$ cat src/design/rtc_pkg.sv
package rtc_pkg;

  // bus and register widths
  typedef logic [7:0]  rtc_byte_t;      // one rtc register byte
  typedef logic [2:0]  reg_idx_t;       // timekeeping register 0..6
  typedef logic [63:0] display_word_t;  // 20YY MM DD WD HH MM SS

  localparam logic [6:0] rtc_dev_addr = 7'h6F;  // 7-bit i2c address of the rtc
  localparam int unsigned reg_count = 7;        // seconds .. year

  // timing
  localparam int unsigned poll_tick_cycles   = 4096;  // well above one transaction
  localparam int unsigned i2c_quarter_cycles = 16;    // 64 clocks per scl bit

  typedef logic [$clog2(poll_tick_cycles)-1:0]   poll_cnt_t;
  typedef logic [$clog2(i2c_quarter_cycles)-1:0] quarter_cnt_t;

  // valid bits per register, control flags like ST / 12-24 / OSCRUN masked off
  localparam rtc_byte_t reg_mask [reg_count] = '{
    8'h7F,  // seconds
    8'h7F,  // minutes
    8'h3F,  // hours
    8'h07,  // weekday
    8'h7F,  // day
    8'h1F,  // month
    8'hFF   // year
  };

  localparam rtc_byte_t century_byte = 8'h20;  // 20xx

  typedef enum logic [1:0] {poll_idle, poll_request, poll_wait_done} poll_state_t;

  typedef enum logic [2:0] {
    i2c_idle, i2c_start, i2c_send_byte, i2c_get_ack,
    i2c_restart, i2c_recv_byte, i2c_send_nack, i2c_stop
  } i2c_state_t;

endpackage

$ cat src/design/i2c_req_if.sv
`timescale 1ns/1ps

// one byte read request from the poller, completion back from the i2c engine
interface i2c_req_if import rtc_pkg::*; ();

  logic      req;      // single cycle strobe
  reg_idx_t  reg_idx;  // held from req until done
  logic      done;     // single cycle, end of stop
  logic      ack_err;  // valid with done
  rtc_byte_t rdata;    // valid with done

  modport requester (
    output req, reg_idx,
    input  done, ack_err, rdata
  );

  modport engine (
    input  req, reg_idx,
    output done, ack_err, rdata
  );

endinterface

$ cat src/design/i2c_read_master.sv
`timescale 1ns/1ps

// random access single byte read: S, addr+W, index, Sr, addr+R, data, NACK, P
// each bit slot is four quarters, scl low in quarters 0-1 and high in 2-3
module i2c_read_master import rtc_pkg::*; (
  input  logic      clk,
  input  logic      rst_n,
  i2c_req_if.engine bus,
  input  logic      sda_in,
  output logic      scl_oe,
  output logic      sda_oe
);

  i2c_state_t   state_q;
  quarter_cnt_t qcnt_q;      // clocks within a quarter
  logic [1:0]   phase_q;     // quarter within a bit slot
  logic [2:0]   bit_cnt_q;
  logic [1:0]   byte_cnt_q;  // 0 addr+W, 1 index, 2 addr+R
  rtc_byte_t    shift_q;     // tx byte, then rx byte
  logic         ack_err_q;
  logic         done_q;
  logic         qtick;

  assign qtick = (qcnt_q == quarter_cnt_t'(i2c_quarter_cycles - 1));

  assign bus.done    = done_q;
  assign bus.ack_err = ack_err_q;
  assign bus.rdata   = shift_q;  // untouched after the last data bit

  // scl pull from state and quarter
  always_comb begin
    case (state_q)
      i2c_idle:    scl_oe = 1'b0;
      i2c_start:   scl_oe = (phase_q == 2'd3);                      // low after sda fell
      i2c_restart: scl_oe = (phase_q == 2'd0) || (phase_q == 2'd3);
      default:     scl_oe = ~phase_q[1];                            // data slots and stop
    endcase
  end

  always_ff @(posedge clk or negedge rst_n) begin
    if (!rst_n) begin
      state_q    <= i2c_idle;
      qcnt_q     <= '0;
      phase_q    <= '0;
      bit_cnt_q  <= '0;
      byte_cnt_q <= '0;
      shift_q    <= '0;
      ack_err_q  <= 1'b0;
      done_q     <= 1'b0;
      sda_oe     <= 1'b0;
    end else begin
      done_q <= 1'b0;
      if (state_q == i2c_idle) begin
        qcnt_q  <= '0;
        phase_q <= '0;
        if (bus.req) begin  // busy requests never reach here
          state_q   <= i2c_start;
          ack_err_q <= 1'b0;
        end
      end else if (!qtick) begin
        qcnt_q <= qcnt_q + 1'b1;
      end else begin
        qcnt_q  <= '0;
        phase_q <= phase_q + 2'd1;

        // sda moves one quarter after scl fell, or on purpose with scl high
        case (state_q)
          i2c_start: if (phase_q == 2'd0) sda_oe <= 1'b1;  // START
          i2c_send_byte: if (phase_q == 2'd0) sda_oe <= ~shift_q[7];  // msb first
          i2c_restart: if (phase_q == 2'd1) sda_oe <= 1'b1;  // repeated START
          i2c_stop: begin
            if (phase_q == 2'd0)
              sda_oe <= 1'b1;  // low before scl rises
            else if (phase_q == 2'd2)
              sda_oe <= 1'b0;  // STOP
          end
          default: if (phase_q == 2'd0) sda_oe <= 1'b0;  // ack, data, nack: released
        endcase

        // sample mid high
        if (phase_q == 2'd2) begin
          if (state_q == i2c_get_ack)
            ack_err_q <= ack_err_q | sda_in;  // high = no ack
          if (state_q == i2c_recv_byte)
            shift_q <= {shift_q[6:0], sda_in};
        end

        // end of slot
        if (phase_q == 2'd3) begin
          case (state_q)
            i2c_start: begin
              state_q    <= i2c_send_byte;
              shift_q    <= {rtc_dev_addr, 1'b0};  // write
              bit_cnt_q  <= '0;
              byte_cnt_q <= 2'd0;
            end
            i2c_send_byte: begin
              if (bit_cnt_q == 3'd7) begin
                state_q <= i2c_get_ack;
              end else begin
                bit_cnt_q <= bit_cnt_q + 1'b1;
                shift_q   <= {shift_q[6:0], 1'b0};
              end
            end
            i2c_get_ack: begin
              bit_cnt_q <= '0;
              case (byte_cnt_q)
                2'd0: begin
                  state_q    <= i2c_send_byte;
                  shift_q    <= {5'd0, bus.reg_idx};  // register pointer
                  byte_cnt_q <= 2'd1;
                end
                2'd1:    state_q <= i2c_restart;
                default: state_q <= i2c_recv_byte;
              endcase
            end
            i2c_restart: begin
              state_q    <= i2c_send_byte;
              shift_q    <= {rtc_dev_addr, 1'b1};  // read
              bit_cnt_q  <= '0;
              byte_cnt_q <= 2'd2;
            end
            i2c_recv_byte: begin
              if (bit_cnt_q == 3'd7)
                state_q <= i2c_send_nack;  // single byte, so nack it
              else
                bit_cnt_q <= bit_cnt_q + 1'b1;
            end
            i2c_send_nack: state_q <= i2c_stop;
            i2c_stop: begin
              state_q <= i2c_idle;
              done_q  <= 1'b1;
            end
            default: state_q <= i2c_idle;
          endcase
        end
      end
    end
  end

  // bus released whenever nothing is in flight
  a_idle_released: assert property (@(posedge clk) disable iff (!rst_n)
    state_q == i2c_idle |-> !scl_oe && !sda_oe);

  a_done_pulse: assert property (@(posedge clk) disable iff (!rst_n)
    bus.done |=> !bus.done);

endmodule

$ cat src/design/poll_timer.sv
`timescale 1ns/1ps

// slow cadence for rtc polling
module poll_timer import rtc_pkg::*; (
  input  logic clk,
  input  logic rst_n,
  output logic tick
);

  poll_cnt_t cnt_q;  // free running

  always_ff @(posedge clk or negedge rst_n) begin
    if (!rst_n) begin
      cnt_q <= '0;
      tick  <= 1'b0;
    end else begin
      if (cnt_q == poll_cnt_t'(poll_tick_cycles - 1)) begin
        cnt_q <= '0;  // wrap
        tick  <= 1'b1;
      end else begin
        cnt_q <= cnt_q + 1'b1;
        tick  <= 1'b0;
      end
    end
  end

endmodule

$ cat src/design/rtc_poll_fsm.sv
`timescale 1ns/1ps

// turns poll ticks into single register reads, round robin over 0..6
module rtc_poll_fsm import rtc_pkg::*; (
  input  logic        clk,
  input  logic        rst_n,
  input  logic        tick,
  i2c_req_if.requester bus,
  output logic        wr_en,
  output reg_idx_t    wr_idx,
  output rtc_byte_t   wr_data,
  output logic        ack_err,
  output logic        time_valid
);

  poll_state_t          state_q;
  reg_idx_t             idx_q;      // register being read
  logic                 req_q;
  logic                 ack_err_q;  // result of last transaction
  logic [reg_count-1:0] seen_q;     // one bit per register written

  assign bus.req     = req_q;
  assign bus.reg_idx = idx_q;  // stable through the whole transaction

  // store write in the done cycle, only for acknowledged reads
  assign wr_en   = (state_q == poll_wait_done) && bus.done && !bus.ack_err;
  assign wr_idx  = idx_q;
  assign wr_data = bus.rdata;

  assign ack_err    = ack_err_q;
  assign time_valid = &seen_q;

  always_ff @(posedge clk or negedge rst_n) begin
    if (!rst_n) begin
      state_q   <= poll_idle;
      idx_q     <= '0;
      req_q     <= 1'b0;
      ack_err_q <= 1'b0;
      seen_q    <= '0;
    end else begin
      req_q <= 1'b0;
      case (state_q)
        poll_idle: begin
          if (tick) begin  // ticks elsewhere are dropped
            state_q <= poll_request;
            req_q   <= 1'b1;
          end
        end
        poll_request: state_q <= poll_wait_done;  // req already out
        poll_wait_done: begin
          if (bus.done) begin
            state_q   <= poll_idle;
            ack_err_q <= bus.ack_err;
            if (!bus.ack_err)
              seen_q[idx_q] <= 1'b1;
            // advance even on error
            idx_q <= (idx_q == reg_idx_t'(reg_count - 1)) ? '0 : idx_q + 1'b1;
          end
        end
        default: state_q <= poll_idle;
      endcase
    end
  end

  // strobe only comes out of the request state
  a_req_in_request: assert property (@(posedge clk) disable iff (!rst_n)
    bus.req |-> state_q == poll_request);

  // engine never completes something we did not ask for
  a_no_done_in_idle: assert property (@(posedge clk) disable iff (!rst_n)
    state_q == poll_idle |-> !bus.done);

endmodule

$ cat src/design/rtc_reader_top.sv
`timescale 1ns/1ps

// rtc reader: poll timer -> poller -> i2c read engine -> timestamp store
module rtc_reader_top import rtc_pkg::*; (
  input  logic          clk,
  input  logic          rst_n,
  input  logic          sda_in,
  output logic          scl_oe,      // high pulls scl low
  output logic          sda_oe,      // high pulls sda low
  output display_word_t time_word,
  output logic          time_valid,
  output logic          ack_err
);

  logic      tick;
  logic      wr_en;
  reg_idx_t  wr_idx;
  rtc_byte_t wr_data;

  i2c_req_if req_bus ();  // poller <-> engine

  poll_timer u_poll_timer (
    .clk   (clk),
    .rst_n (rst_n),
    .tick  (tick)
  );

  rtc_poll_fsm u_poll_fsm (
    .clk        (clk),
    .rst_n      (rst_n),
    .tick       (tick),
    .bus        (req_bus.requester),
    .wr_en      (wr_en),
    .wr_idx     (wr_idx),
    .wr_data    (wr_data),
    .ack_err    (ack_err),
    .time_valid (time_valid)
  );

  i2c_read_master u_i2c_master (
    .clk    (clk),
    .rst_n  (rst_n),
    .bus    (req_bus.engine),
    .sda_in (sda_in),
    .scl_oe (scl_oe),
    .sda_oe (sda_oe)
  );

  timestamp_regs u_timestamp (
    .clk       (clk),
    .rst_n     (rst_n),
    .wr_en     (wr_en),
    .wr_idx    (wr_idx),
    .wr_data   (wr_data),
    .time_word (time_word)
  );

endmodule

$ cat src/design/timestamp_regs.sv
`timescale 1ns/1ps

// seven masked rtc bytes, packed into the bcd display word
module timestamp_regs import rtc_pkg::*; (
  input  logic          clk,
  input  logic          rst_n,
  input  logic          wr_en,
  input  reg_idx_t      wr_idx,
  input  rtc_byte_t     wr_data,
  output display_word_t time_word
);

  rtc_byte_t regs_q [reg_count];

  always_ff @(posedge clk or negedge rst_n) begin
    if (!rst_n) begin
      for (int i = 0; i < reg_count; i++)
        regs_q[i] <= '0;
    end else if (wr_en) begin
      regs_q[wr_idx] <= wr_data & reg_mask[wr_idx];  // drop control flags
    end
  end

  // 20 YY MM DD WD HH MM SS, reg 0 in the low byte
  always_comb begin
    time_word[63:56] = century_byte;
    for (int i = 0; i < reg_count; i++)
      time_word[i*8 +: 8] = regs_q[i];
  end

  // poller wraps the index before it reaches 7
  a_idx_range: assert property (@(posedge clk) disable iff (!rst_n)
    wr_en |-> wr_idx < reg_count);

endmodule

$ cat config.mk
export PLATFORM = sky130hd
export DESIGN_NAME = rtc_reader_top
export DESIGN_NICKNAME = d
export VERILOG_FILES = /design/src/design/rtc_pkg.sv /design/src/design/i2c_req_if.sv /design/src/design/i2c_read_master.sv /design/src/design/poll_timer.sv /design/src/design/rtc_poll_fsm.sv /design/src/design/rtc_reader_top.sv /design/src/design/timestamp_regs.sv
export SDC_FILE = /design/constraint.sdc
export NUM_CORES = 1
export LEC_CHECK = 0
export ABC_AREA = 0
export BUFFER_PORTS_ARGS = -buffer_cell sky130_fd_sc_hd__buf_2
export CORE_ASPECT_RATIO = 0.7
export CORE_UTILIZATION = 55
export DETAILED_ROUTE_END_ITERATION = 10
export PLACE_DENSITY = 0.87
export SLEW_MARGIN = 25
export SYNTH_ARGS = -nofsm -noshare
export SYNTH_HDL_FRONTEND = slang
export SYNTH_SLANG_ARGS = --single-unit
$ cat constraint.sdc
create_clock -name clk -period 5.3 [get_ports clk]
set_input_delay 0.53 -clock clk [delete_from_list [all_inputs] [get_ports clk]]
set_output_delay 0.53 -clock clk [all_outputs]
set_load 0.05 [all_outputs]
==> results.md <==
* Outcome: finished clean
* CP Capture Type: output port
* Core Footprint at between 8000 and 9000 µm²
* Post-Synth Adder-Cell Area at around 2.3%
* Vias in the first global route at approximately 3400
* Required time worst endpoint at around 4.8 ns
* Cts repair resizes at 0
* GRT overflow at 0
* DR iter-0 viols at approximately 330
* R2R setup slack at between 2 and 3 ns
* Yosys warns at 0
* Worst R2R Start: u_i2c_master.state_q[2]
* Final ANT Viol Nets at 0
* Critical-path cell list: nor2b_1 -> a21oi_1 -> o22ai_1 -> buf_2
* Vias at between 3000 and 4000
* Cell Area, Synth at 4923 µm²
* Largest area contributor in the netlist: dfrtp_1
* Fillers at between 600 and 700
* Fin nets at 502
* Number of synthesized flops with an enable pin at 0
* First-pass GRT wire length at 17060 µm
* Crit path to: scl_oe
* Fraction of synthesized cell area in xor and xnor cells at 1.779%
* Leading post-synthesis cells by cell area: dfrtp_1, mux2_2, nand2_1
* Setup violators final at 0
* Syn-to-layout area delta at 12.76%
* CP max stage cell: dfrtp_1
* Final instance count without filler cells at 614
* Fmax at roughly 400 MHz
* Cell depth of the worst setup path at 4
* Clock network latency to the later pin of the worst-skew pair at approximately 0.35 ns
* Total chip power at roughly 1.5 mW
* Initial antenna violation count at 0
* CTS sink cnt at roughly 110
* Ports at 71
* Synth Area in Compound Gates at between 10% and 20%
* PwrDens at about 270 nW/µm²
* Post-Place Cells at around 600
* RSZ-0062 raised after global routing: false
* CP Class: reg2out
* DRC violations left at 0
* Worst slew pin tran at between 0.8 and 0.9 ns
* Post-Syn Area per Cell at 11.24 µm²
* Mapped Cells at 438
* Worst r2r dst: u_i2c_master.bus.rdata[2]
* Worst rel slew slack at 43.40%
* Yosys cell types at between 50 and 60
* Crit path arrival time at 1.97 ns
* Clock transition at the registers of the reported paths at around 0.07 ns
* Final Hold Viols at 0
* Die area at approximately 9300 µm²
* Ys async rst share at 100.0%
* Max-Cap Viols at 0
* Rows at 28
* Final core occ at about two thirds
* Critical path startpoint: u_i2c_master.state_q[0]
* Final Instance Area at 5552 µm²
* Pin count of the biggest net entering global routing at 64
* CTS max path bufs at 2
* Setup Buffers After CTS at 0
* Starting Density at about 57%
* Drt via density at 5.857
* Top Family by Delay on Critical Path: flip-flops
* Hold Crit Class: in2async
* Total CTS buffers at 9
* Post-layout min period at between 2 and 2.5 ns
* Port-buffer cells at slightly above 60
* Primary FF master, synth: dfrtp_1
* Number of diodes at 0
* RePlAce Congestion at a little under 0.9
* Leakage Power at 2.834 nW
* Final Max Tran Viols at 0
* H-tree levels at 3
* Largest family of logic cells by synthesized area: simple AND/OR/NAND/NOR gates
* Multiplexer area fraction after synthesis at 9.987%
* Max VDD drop at 0.2259 mV
* DP HPWL at 7470 µm
* Synth Area in Simple Gates at between 15 and 20%
* Max FO, Critical Path at 28
* Top-area cell type share of the netlist area at approximately 55%
* WP buf/inv at 1
* Crit path launch type: flop
* Register area share after synthesis at a little over half
* Max incr delay on CP at 0.83 ns
* CTS tree: built
* #FFs+latches synth at roughly 110
* Avg WL per Cell at ~18 µm
* Overall routing resource usage at between 20% and 30%
* First-pass iteration count of the detailed router at 9
* Hold buffer count at CTS at 0
* TNS Setup at 0 ns
* Fin crit share at between 40 and 50%
* Clock skew at 0.005489 ns
* Die extent in y at about 81 µm
* Cell Area, Placed at approximately 5300 µm²
* Layout cells sized above 1 at between 20% and 30%
* WL final at approximately 11000 µm
* Clk root buf: clkbuf_16
* Die W at roughly 120 µm
* R2R cell count at 5
## metrics by stage
step / setup WS, ns / hold slack, ns
after floorplan: 2.875 / 0.2344
after global placement: 3.146 / 0.4363
after detailed placement: 2.983 / 0.4535
after CTS: 2.813 / 0.2012
after global routing: 2.647 / 0.2290
final: 2.801 / 0.1836
## worst reg2reg max path: stages, from the launching register on
cell	delay [ns]
dfrtp_1	0.86
nand2_1	0.26
nor3b_4	0.46
a211oi_1	0.15
a2111oi_0	0.43
o21a_1	0.17
## how the worst min path moves through the flow
stage,endpoint,cells after the start
finish,u_i2c_master.bit_cnt_q[2],1
global route,u_timestamp.time_word[46],1
detailed placement,u_poll_timer.cnt_q[0],1
floorplan,u_i2c_master.bit_cnt_q[0],0
global placement,u_poll_timer.cnt_q[0],1
CTS,u_i2c_master.bit_cnt_q[2],1
## cells in the mapped netlist (10+ instances only)
master / n
dfrtp_1: 108
nand2b_1: 10
mux2_2: 41
nor2_1: 27
nand2_1: 35
nand3_1: 10
a21oi_1: 19
clkbuf_1: 14
o21ai_0: 24
nor2b_1: 10
and2_1: 12
## registers in the layout, indices dropped and copies added, names as in the netlist
signal / count
u_i2c_master.phase_q: 2
u_poll_fsm.bus.req: 1
u_poll_fsm.ack_err: 1
u_i2c_master.sda_oe: 1
u_i2c_master.bus.done: 1
u_i2c_master.byte_cnt_q: 2
u_i2c_master.state_q: 3
u_i2c_master.bit_cnt_q: 3
u_poll_timer.cnt_q: 12
u_i2c_master.bus.rdata: 8
u_poll_fsm.bus.reg_idx: 3
u_i2c_master.qcnt_q: 4
u_poll_timer.tick: 1
u_i2c_master.bus.ack_err: 1
u_poll_fsm.seen_q: 7
u_poll_fsm.state_q: 2
u_timestamp.time_word: 56
## cells by family (layout without fill, tap and decap cells)
family | Yosys count | in the layout
multiplexers | 44 | 44
buffers and inverters | 37 | 87
other | 2 | 8
AO/OA/AOI/OAI | 81 | 81
AND/OR/NAND/NOR | 147 | 147
XOR/XNOR | 10 | 10
adder cells (fa/ha/maj) | 9 | 9
flip-flops | 108 | 108
## cells in the final DEF (no fill, tap or decap), types with 6 or more instances in the layout
cell type and count:
buf_2 61, a22o_1 6, nor3_1 6, nand2_1 35, nand3_1 10, and2_1 12
nor2_1 27, o21ai_0 24, clkbuf_16 9, conb_1 8, nor2b_1 10, mux2_2 41
nand2b_1 10, dfrtp_1 108, inv_1 9, a31oi_1 7, a21oi_1 19, ha_1 9
## routing by layer
metal / GRT usage, % / part of all wire [%]
met1: 32.76 / 44
met2: 37.89 / 46
met3: 7.687 / 7.8
met4: 8.052 / 1.9
met5: 0 / 0
## power by group
group	switching, mW	leakage [nW]	total [mW]	internal, mW
sequential	0.000566	1.49	0.825	0.824
combinational	0.0283	1.21	0.0298	0.00146
clock	0.284	0.136	0.648	0.364
total	0.313	2.83	1.50	1.19
## area by class of cell
type / count / area (µm²) / share of cell area (%)
flip-flops and latches: 108 / 2703 / 48.68
multi-input cells: 299 / 2061 / 37.12
clock buffers: 11 / 232.7 / 4.192
well taps: 120 / 150.1 / 2.705
clock inverters: 4 / 51.30 / 0.9240
inverters: 9 / 33.78 / 0.6085
repair buffers: 63 / 320.3 / 5.770
Power figures use the tool's default switching activity.
